===== src/retire_config.svh =====
`ifndef RETIRE_CONFIG_SVH
`define RETIRE_CONFIG_SVH

// ############################################################
// Field widths of the retire stage
// ############################################################

// Register indices
`define RETIRE_ARCH_REG_W  5            // x0..x31
`define RETIRE_PHY_REG_W   6            // Physical register file, 64 entries

// Store queue
`define RETIRE_STORE_ID_W  4            // 16 store queue slots

// Program counter and instruction fields
`define RETIRE_ADDR_W      32
`define RETIRE_OPCODE_W    7            // Major opcode, inst[6:0]

// Retire class and retire count
`define RETIRE_CLASS_W     3
`define RETIRE_NUM_W       2            // Counts 0, 1 or 2 entries

`endif


===== src/retire_pkg.sv =====
`include "retire_config.svh"
`default_nettype none

package retire_pkg;

    // RISC-V major opcodes, standard encodings
    typedef enum logic [`RETIRE_OPCODE_W-1:0] {
        LOAD   = 7'b0000011,
        OP_IMM = 7'b0010011,
        AUIPC  = 7'b0010111,
        STORE  = 7'b0100011,
        OP     = 7'b0110011,
        LUI    = 7'b0110111,
        BRANCH = 7'b1100011,
        JALR   = 7'b1100111,
        JAL    = 7'b1101111,
        SYSTEM = 7'b1110011
    } opcode_e;

    typedef enum logic [`RETIRE_CLASS_W-1:0] {
        CLASS_ALU    = 3'd0,
        CLASS_LOAD   = 3'd1,
        CLASS_STORE  = 3'd2,
        CLASS_BRANCH = 3'd3,
        CLASS_JUMP   = 3'd4,
        CLASS_SYSTEM = 3'd5,
        CLASS_OTHER  = 3'd6             // Unknown opcode, retires with no effect
    } inst_class_e;

    typedef logic [`RETIRE_ARCH_REG_W-1:0] arch_reg_t;
    typedef logic [`RETIRE_PHY_REG_W-1:0]  phy_reg_t;
    typedef logic [`RETIRE_STORE_ID_W-1:0] store_id_t;
    typedef logic [`RETIRE_ADDR_W-1:0]     addr_t;
    typedef logic [`RETIRE_NUM_W-1:0]      retire_num_t;

endpackage

`default_nettype wire


===== src/retire_slot_decode.sv =====
`timescale 1ns/10ps
`default_nettype none

module retire_slot_decode
    import retire_pkg::*;
(
    input  opcode_e     opcode,
    input  arch_reg_t   rd_arch,
    input  phy_reg_t    rd_phy_old,
    input  phy_reg_t    rd_phy_new,
    input  store_id_t   store_id,
    input  addr_t       update_pc,
    input  addr_t       actual_target,
    input  logic        actual_taken,
    input  logic        mispredict,

    output inst_class_e inst_class,
    output logic        pr_valid,
    output arch_reg_t   rd_arch_out,
    output phy_reg_t    rd_phy_old_out,
    output phy_reg_t    rd_phy_new_out,
    output logic        store_valid,
    output store_id_t   store_id_out,
    output logic        branch_valid,
    output addr_t       btb_pc,
    output logic        btb_taken,
    output addr_t       btb_target,
    output logic        redirect,
    output addr_t       redirect_pc,
    output logic        done_valid
);

    // ############################################################
    // Opcode classification
    // ############################################################

    always_comb begin
        case (opcode)
            OP_IMM, OP, LUI, AUIPC: inst_class = CLASS_ALU;
            LOAD:                   inst_class = CLASS_LOAD;
            STORE:                  inst_class = CLASS_STORE;
            BRANCH:                 inst_class = CLASS_BRANCH;
            JAL, JALR:              inst_class = CLASS_JUMP;
            SYSTEM:                 inst_class = CLASS_SYSTEM;
            default:                inst_class = CLASS_OTHER;
        endcase
    end

    // ############################################################
    // Retire record, only the fields of the class are set
    // ############################################################

    always_comb begin
        pr_valid       = 1'b0;
        rd_arch_out    = '0;
        rd_phy_old_out = '0;
        rd_phy_new_out = '0;
        store_valid    = 1'b0;
        store_id_out   = '0;
        branch_valid   = 1'b0;
        btb_pc         = '0;
        btb_taken      = 1'b0;
        btb_target     = '0;
        redirect       = 1'b0;
        redirect_pc    = '0;
        done_valid     = 1'b0;

        case (inst_class)
            CLASS_ALU, CLASS_LOAD: begin
                pr_valid       = 1'b1;
                rd_arch_out    = rd_arch;
                rd_phy_old_out = rd_phy_old;
                rd_phy_new_out = rd_phy_new;
            end
            CLASS_STORE: begin
                store_valid  = 1'b1;
                store_id_out = store_id;
            end
            CLASS_BRANCH, CLASS_JUMP: begin
                branch_valid = 1'b1;
                btb_pc       = update_pc;
                btb_taken    = actual_taken;
                btb_target   = actual_target;
                redirect     = mispredict;
                redirect_pc  = mispredict ? actual_target : '0;
                // Link register write, x0 is never renamed
                if (inst_class == CLASS_JUMP && rd_arch != '0) begin
                    pr_valid       = 1'b1;
                    rd_arch_out    = rd_arch;
                    rd_phy_old_out = rd_phy_old;
                    rd_phy_new_out = rd_phy_new;
                end
            end
            CLASS_SYSTEM: done_valid = 1'b1;
            default: ;                      // CLASS_OTHER keeps the all-zero record
        endcase
    end

endmodule

`default_nettype wire


===== src/retire_select.sv =====
`timescale 1ns/10ps
`default_nettype none

module retire_select
    import retire_pkg::*;
(
    input  logic        clk,
    input  logic        rst_n,
    input  logic        flush,
    input  logic        finish_0,
    input  logic        finish_1,

    // Ungated records from the slot decoders
    input  inst_class_e dec_inst_class_0, dec_inst_class_1,
    input  logic        dec_pr_valid_0, dec_pr_valid_1,
    input  arch_reg_t   dec_rd_arch_0, dec_rd_arch_1,
    input  phy_reg_t    dec_rd_phy_old_0, dec_rd_phy_old_1,
    input  phy_reg_t    dec_rd_phy_new_0, dec_rd_phy_new_1,
    input  logic        dec_store_valid_0, dec_store_valid_1,
    input  store_id_t   dec_store_id_0, dec_store_id_1,
    input  logic        dec_branch_valid_0, dec_branch_valid_1,
    input  addr_t       dec_btb_pc_0, dec_btb_pc_1,
    input  logic        dec_btb_taken_0, dec_btb_taken_1,
    input  addr_t       dec_btb_target_0, dec_btb_target_1,
    input  logic        dec_redirect_0, dec_redirect_1,
    input  addr_t       dec_redirect_pc_0, dec_redirect_pc_1,
    input  logic        dec_done_valid_0, dec_done_valid_1,

    // Registered retire bus
    output retire_num_t retire_num,
    output logic        pr_valid_0, pr_valid_1,
    output arch_reg_t   rd_arch_0_out, rd_arch_1_out,
    output phy_reg_t    rd_phy_old_0_out, rd_phy_old_1_out,
    output phy_reg_t    rd_phy_new_0_out, rd_phy_new_1_out,
    output logic        store_valid_0, store_valid_1,
    output store_id_t   store_id_0_out, store_id_1_out,
    output logic        branch_valid_0, branch_valid_1,
    output addr_t       btb_pc_0, btb_pc_1,
    output logic        btb_taken_0, btb_taken_1,
    output addr_t       btb_target_0, btb_target_1,
    output logic        redirect_0, redirect_1,
    output addr_t       redirect_pc_0, redirect_pc_1,
    output logic        done_valid_0, done_valid_1
);

    logic pair_block;
    logic take_0;
    logic take_1;

    // ############################################################
    // Retire decision
    // ############################################################

    // Same-class pairs of these share a single port downstream
    assign pair_block = ((dec_inst_class_0 == dec_inst_class_1) &&
                         (dec_inst_class_0 inside {CLASS_STORE, CLASS_BRANCH,
                                                   CLASS_JUMP, CLASS_SYSTEM})) ||
                        dec_redirect_0;         // Younger entry is flushed by the redirect

    assign take_0 = !flush && finish_0;
    assign take_1 = !flush && finish_0 && finish_1 && !pair_block;

    // ############################################################
    // Output register
    // ############################################################

    always_ff @(posedge clk or negedge rst_n) begin
        if (!rst_n) begin
            retire_num       <= '0;
            pr_valid_0       <= 1'b0;
            rd_arch_0_out    <= '0;
            rd_phy_old_0_out <= '0;
            rd_phy_new_0_out <= '0;
            store_valid_0    <= 1'b0;
            store_id_0_out   <= '0;
            branch_valid_0   <= 1'b0;
            btb_pc_0         <= '0;
            btb_taken_0      <= 1'b0;
            btb_target_0     <= '0;
            redirect_0       <= 1'b0;
            redirect_pc_0    <= '0;
            done_valid_0     <= 1'b0;
            pr_valid_1       <= 1'b0;
            rd_arch_1_out    <= '0;
            rd_phy_old_1_out <= '0;
            rd_phy_new_1_out <= '0;
            store_valid_1    <= 1'b0;
            store_id_1_out   <= '0;
            branch_valid_1   <= 1'b0;
            btb_pc_1         <= '0;
            btb_taken_1      <= 1'b0;
            btb_target_1     <= '0;
            redirect_1       <= 1'b0;
            redirect_pc_1    <= '0;
            done_valid_1     <= 1'b0;
        end else begin
            retire_num       <= take_1 ? 2'd2 : (take_0 ? 2'd1 : 2'd0);
            // Head entry
            pr_valid_0       <= take_0 && dec_pr_valid_0;
            rd_arch_0_out    <= take_0 ? dec_rd_arch_0 : '0;
            rd_phy_old_0_out <= take_0 ? dec_rd_phy_old_0 : '0;
            rd_phy_new_0_out <= take_0 ? dec_rd_phy_new_0 : '0;
            store_valid_0    <= take_0 && dec_store_valid_0;
            store_id_0_out   <= take_0 ? dec_store_id_0 : '0;
            branch_valid_0   <= take_0 && dec_branch_valid_0;
            btb_pc_0         <= take_0 ? dec_btb_pc_0 : '0;
            btb_taken_0      <= take_0 && dec_btb_taken_0;
            btb_target_0     <= take_0 ? dec_btb_target_0 : '0;
            redirect_0       <= take_0 && dec_redirect_0;
            redirect_pc_0    <= take_0 ? dec_redirect_pc_0 : '0;
            done_valid_0     <= take_0 && dec_done_valid_0;
            // Head+1 entry
            pr_valid_1       <= take_1 && dec_pr_valid_1;
            rd_arch_1_out    <= take_1 ? dec_rd_arch_1 : '0;
            rd_phy_old_1_out <= take_1 ? dec_rd_phy_old_1 : '0;
            rd_phy_new_1_out <= take_1 ? dec_rd_phy_new_1 : '0;
            store_valid_1    <= take_1 && dec_store_valid_1;
            store_id_1_out   <= take_1 ? dec_store_id_1 : '0;
            branch_valid_1   <= take_1 && dec_branch_valid_1;
            btb_pc_1         <= take_1 ? dec_btb_pc_1 : '0;
            btb_taken_1      <= take_1 && dec_btb_taken_1;
            btb_target_1     <= take_1 ? dec_btb_target_1 : '0;
            redirect_1       <= take_1 && dec_redirect_1;
            redirect_pc_1    <= take_1 ? dec_redirect_pc_1 : '0;
            done_valid_1     <= take_1 && dec_done_valid_1;
        end
    end

endmodule

`default_nettype wire


===== src/retire_unit.sv =====
`timescale 1ns/10ps
`default_nettype none

module retire_unit
    import retire_pkg::*;
(
    input  logic        clk,
    input  logic        rst_n,
    input  logic        flush,

    // Two oldest ROB entries, head and head+1
    input  logic        finish_0, finish_1,
    input  opcode_e     opcode_0, opcode_1,
    input  arch_reg_t   rd_arch_0, rd_arch_1,
    input  phy_reg_t    rd_phy_old_0, rd_phy_old_1,
    input  phy_reg_t    rd_phy_new_0, rd_phy_new_1,
    input  store_id_t   store_id_0, store_id_1,
    input  addr_t       update_pc_0, update_pc_1,
    input  logic        actual_taken_0, actual_taken_1,
    input  addr_t       actual_target_0, actual_target_1,
    input  logic        mispredict_0, mispredict_1,

    // Retire bus, count goes back to the ROB
    output retire_num_t retire_num,
    output logic        pr_valid_0, pr_valid_1,
    output arch_reg_t   rd_arch_0_out, rd_arch_1_out,
    output phy_reg_t    rd_phy_old_0_out, rd_phy_old_1_out,
    output phy_reg_t    rd_phy_new_0_out, rd_phy_new_1_out,
    output logic        store_valid_0, store_valid_1,
    output store_id_t   store_id_0_out, store_id_1_out,
    output logic        branch_valid_0, branch_valid_1,
    output addr_t       btb_pc_0, btb_pc_1,
    output logic        btb_taken_0, btb_taken_1,
    output addr_t       btb_target_0, btb_target_1,
    output logic        redirect_0, redirect_1,
    output addr_t       redirect_pc_0, redirect_pc_1,
    output logic        done_valid_0, done_valid_1
);

    inst_class_e dec_inst_class_0, dec_inst_class_1;
    logic        dec_pr_valid_0, dec_pr_valid_1;
    arch_reg_t   dec_rd_arch_0, dec_rd_arch_1;
    phy_reg_t    dec_rd_phy_old_0, dec_rd_phy_old_1;
    phy_reg_t    dec_rd_phy_new_0, dec_rd_phy_new_1;
    logic        dec_store_valid_0, dec_store_valid_1;
    store_id_t   dec_store_id_0, dec_store_id_1;
    logic        dec_branch_valid_0, dec_branch_valid_1;
    addr_t       dec_btb_pc_0, dec_btb_pc_1;
    logic        dec_btb_taken_0, dec_btb_taken_1;
    addr_t       dec_btb_target_0, dec_btb_target_1;
    logic        dec_redirect_0, dec_redirect_1;
    addr_t       dec_redirect_pc_0, dec_redirect_pc_1;
    logic        dec_done_valid_0, dec_done_valid_1;

    // ############################################################
    // Slot decoders
    // ############################################################

    retire_slot_decode slot0_decode (
        .opcode         (opcode_0),
        .rd_arch        (rd_arch_0),
        .rd_phy_old     (rd_phy_old_0),
        .rd_phy_new     (rd_phy_new_0),
        .store_id       (store_id_0),
        .update_pc      (update_pc_0),
        .actual_target  (actual_target_0),
        .actual_taken   (actual_taken_0),
        .mispredict     (mispredict_0),
        .inst_class     (dec_inst_class_0),
        .pr_valid       (dec_pr_valid_0),
        .rd_arch_out    (dec_rd_arch_0),
        .rd_phy_old_out (dec_rd_phy_old_0),
        .rd_phy_new_out (dec_rd_phy_new_0),
        .store_valid    (dec_store_valid_0),
        .store_id_out   (dec_store_id_0),
        .branch_valid   (dec_branch_valid_0),
        .btb_pc         (dec_btb_pc_0),
        .btb_taken      (dec_btb_taken_0),
        .btb_target     (dec_btb_target_0),
        .redirect       (dec_redirect_0),
        .redirect_pc    (dec_redirect_pc_0),
        .done_valid     (dec_done_valid_0)
    );

    retire_slot_decode slot1_decode (
        .opcode         (opcode_1),
        .rd_arch        (rd_arch_1),
        .rd_phy_old     (rd_phy_old_1),
        .rd_phy_new     (rd_phy_new_1),
        .store_id       (store_id_1),
        .update_pc      (update_pc_1),
        .actual_target  (actual_target_1),
        .actual_taken   (actual_taken_1),
        .mispredict     (mispredict_1),
        .inst_class     (dec_inst_class_1),
        .pr_valid       (dec_pr_valid_1),
        .rd_arch_out    (dec_rd_arch_1),
        .rd_phy_old_out (dec_rd_phy_old_1),
        .rd_phy_new_out (dec_rd_phy_new_1),
        .store_valid    (dec_store_valid_1),
        .store_id_out   (dec_store_id_1),
        .branch_valid   (dec_branch_valid_1),
        .btb_pc         (dec_btb_pc_1),
        .btb_taken      (dec_btb_taken_1),
        .btb_target     (dec_btb_target_1),
        .redirect       (dec_redirect_1),
        .redirect_pc    (dec_redirect_pc_1),
        .done_valid     (dec_done_valid_1)
    );

    // Port names match the wires and top-level ports one to one
    retire_select retire_sel (.*);

endmodule

`default_nettype wire


===== config.mk =====
export PLATFORM = sky130hd
export DESIGN_NAME = retire_unit
export DESIGN_NICKNAME = d
export VERILOG_FILES = /design/src/retire_pkg.sv /design/src/retire_slot_decode.sv /design/src/retire_select.sv /design/src/retire_unit.sv
export VERILOG_INCLUDE_DIRS = /design/src
export SDC_FILE = /design/constraint.sdc
export NUM_CORES = 1
export LEC_CHECK = 0
export BUFFER_PORTS_ARGS = -buffer_cell sky130_fd_sc_hd__buf_2
export CORE_AREA = 2 2 173 175
export CTS_CLUSTER_SIZE = 40
export DETAILED_ROUTE_END_ITERATION = 7
export DIE_AREA = 0 0 175 177
export GPL_TIMING_DRIVEN = 0
export SYNTH_ARGS = -nofsm -noshare
export SYNTH_HDL_FRONTEND = slang
export SYNTH_SLANG_ARGS = --single-unit

===== constraint.sdc =====
create_clock -name clk -period 0.8 [get_ports clk]
set_input_delay 0.2 -clock clk [delete_from_list [all_inputs] [get_ports clk]]
set_output_delay 0.2 -clock clk [all_outputs]
set_load 0.02 [all_outputs]

==> impl_results.md <==
* Outcome: finished, violations left
* Failing checks: negative hold slack, negative setup slack
* Commonest cells in the synthesized netlist: dfrtp_1 (248), and2_1 (120), nand2_1 (76)
* Maxcap violations at 0
* Critical path class: in2reg
* Critical Path, Cell by Cell: buf_8 > and4bb_2 > nand2_2 > ha_4 > nand3b_1 > a21oi_2 > xnor2_2 > o2111a_1 > buf_6 > buf_12 > buf_16 > clkbuf_16 > nor3_2
* Final Hold Vio Count at 58
* Post-cts hold buffer count at 173
* Final worst slack at -1.10 ns
* Worst IR Drop VDD at 1.56 mV
* Share of cells above drive strength 1 at 53.0%
* Largest stage delay, worst path at 0.33 ns
* Async set-reset flop share out of synthesis at 100%
* Crit path capture type: register
* Area Overhead vs Synth at 91.4%
* WP data required at 1.21 ns
* Reg clk slew, reported paths at 0.06 ns
* CTS Buffer Depth at 3
* Most common cell in the synthesized netlist: dfrtp_1
* Prevailing post-synth register cell: dfrtp_1
* # nets final at 1612
* Die ar. at 0.0310 sq mm
* Initial Utilization at 32.3%
* Post-synthesis cell type count at 49
* CTS Root Cell: clkbuf_16
* Period utilisation layout at 238%
* # IOs at 441
* CP startpoint kind: input port
* PwrDens at 1510 mW/mm^2
* H-tree depth at 1
* Worst relative slew slack at 60.0%
* Initial antenna violation count at 5
* Core Region at 0.0292 sq mm
* Initial drt markers at 362
* WL final at 35000 um
* WHS at -0.401 ns
* Post-synthesis sequential area ratio at 65.8%
* Pleak at 8.64 nW
* #FFs+latches synth at 248
* Worst Hold Class: in2async
* Final setup violation count at 496
* Synth Net Count at 914
* Synth top area share at 65.8%
* Yosys warning total at 0
* Tmin final at 1.90 ns
* Wire length per cell at 19.1 um
* Synth Cell Area at 0.00943 sq mm
* DRC violations left at 0
* DR vias at 8380
* Crit path DAT at 2.31 ns
* Post-synth EDFFs at 0
* Mapped Avg Cell Area at 13.1 sq um
* Vias in the first global route at 9179
* Ranking of synthesized cells by area: dfrtp_1 (66%), and2_1 (8.0%), nor3_2 (7.4%)
* Tightest Pin Transition at 0.598 ns
* TritonCTS clock tree: yes
* Crit path max fanout at 6
* Die W at 175 um
* Sink Count at 248
* Fmax at 0.526 GHz
* Tot GR Track Use at 21.5%
* Inserted Clock Buffers at 27
* Final ANT Viol Nets at 0
* Gp weighted congestion at 0.783
* Largest net degree at the start of global routing at 109
* First-pass GRT wire length at 51700 um
* Cell row count at 63
* RSZ-0062 raised after global routing: true
* I/O Buffers at 438
* Vias per std cell at 4.57
* Detailed Routing Iterations Pass 1 at 4
* Slowest cell on the critical path: and4bb_2
* Synth Instances at 720
* Post-DP Area at 0.0123 sq mm
* Finished Cell Area at 0.0181 sq mm
* Synth area leader: dfrtp_1
* Grt ovf at 0
* Max-slew violations at 0
* Final Core Density at 61.7%
* Final HPWL DP at 21900 um
* Die height at 177 um
* Fillers at 2149
==> through the flow <==
step           setup TNS [ns]  worst slack, ns  cells  total power [mW]
2_1_floorplan         -233.21            -1.25    720              13.3
3_3_place_gp         -1558.43            -4.92   1548              14.2
3_5_place_dp          -393.29            -1.93   1550              14.3
4_1_cts               -297.62            -1.01   1805              27.4
5_1_grt               -329.22            -1.16   1832              28.3
6_report              -307.15            -1.10   1832              27.3
==> layout make-up <==
cell class,count,area (sq um),area share [%]
Multi-Input combinational cell,414,3460,19.1
Clock buffer,37,773,4.28
Sequential cell,248,6210,34.4
Tap cell,390,488,2.70
Antenna cell,5,12.5,0.0693
Clock inverter,11,91.3,0.506
Inverter,4,17.5,0.0970
Buffer,54,578,3.20
Timing Repair Buffer,669,6430,35.6
==> sequential cells by signal (all words and copies together) (netlist names), 2 cells and up <==
name	flops
retire_sel.store_id_0_out	4
retire_sel.btb_pc_1	32
retire_sel.retire_num	2
retire_sel.btb_pc_0	32
retire_sel.rd_phy_old_0_out	6
retire_sel.btb_target_1	32
retire_sel.rd_phy_old_1_out	6
retire_sel.rd_phy_new_0_out	6
retire_sel.btb_target_0	32
retire_sel.rd_arch_1_out	5
retire_sel.redirect_pc_0	32
retire_sel.rd_arch_0_out	5
retire_sel.redirect_pc_1	32
retire_sel.rd_phy_new_1_out	6
retire_sel.store_id_1_out	4
==> critical path: cells and delay by family <==
family / cells / cell delay [ns]
buf+inv: 5 / 0.67
compound gates: 2 / 0.44
xor+xnor: 1 / 0.15
simple gates: 4 / 0.64
fa+ha+maj: 1 / 0.18
==> layout by cell type (no fill, tap or decap), types with 15 or more instances in the layout <==
master | Yosys | layout
clkbuf_1 | 33 | 19
nor3_4 | 0 | 25
buf_4 | 1 | 21
buf_12 | 8 | 15
nand2_1 | 76 | 73
clkbuf_16 | 0 | 40
and2_4 | 0 | 63
dlygate4sd3_1 | 0 | 173
nor4b_4 | 0 | 18
buf_6 | 3 | 263
buf_8 | 0 | 22
nor3_2 | 70 | 51
nand3_1 | 34 | 34
nor3_1 | 37 | 31
and2_1 | 120 | 57
dfrtp_1 | 248 | 248
buf_2 | 7 | 185
==> worst max-delay path by stage <==
stage	startpoint	to	slack (ns)	cells past startpoint
floorplan	opcode_0[5]	retire_sel.btb_pc_1[0]$_DFF_PN0_	-1.25	12
global placement	rst_n	retire_sel.btb_target_1[17]$_DFF_PN0_	-4.92	1
detailed placement	flush	retire_sel.btb_pc_1[27]$_DFF_PN0_	-1.93	7
CTS	opcode_0[2]	retire_sel.btb_target_1[18]$_DFF_PN0_	-1.01	13
global route	opcode_0[3]	retire_sel.btb_pc_1[4]$_DFF_PN0_	-1.16	13
finish	opcode_0[3]	retire_sel.btb_pc_1[4]$_DFF_PN0_	-1.10	13
==> kinds of logic (layout without fill, tap and decap cells) <==
kind of cell / count (synthesis) / after routing / share of synthesized area, %
flip-flops: 248 / 248 / 65.8
adder cells (fa/ha/maj): 1 / 1 / 0.133
buffers and inverters: 58 / 775 / 4.06
AO/OA/AOI/OAI: 24 / 24 / 2.49
AND/OR/NAND/NOR: 388 / 388 / 27.4
other: 0 / 5 / 0
XOR/XNOR: 1 / 1 / 0.0929
==> metal layers <==
layer / vias up / routed length (um) / GRT usage (%)
li1: 3806 / - / -
met1: 4137 / 12800 / 24.8
met2: 353 / 18500 / 38.6
met3: 84 / 2470 / 5.35
met4: 0 / 1310 / 7.78
met5: - / 0 / 0
==> power breakdown <==
part           leakage (nW)  total [mW]  switching (mW)  internal (mW)
logic                  4.75        2.52            1.19           1.33
clock network         0.423        12.2            5.17           7.06
registers              3.46        12.6          0.0112           12.6
==> timing repair <==
action	CTS	global route
cloned	12	11
buffers inserted	22	15
resized for setup	593	113
pin swaps	21	42
hold endpoints to repair	295	58
endpoints found under the setup margin	496	496
(Power assumes the default switching activity.)
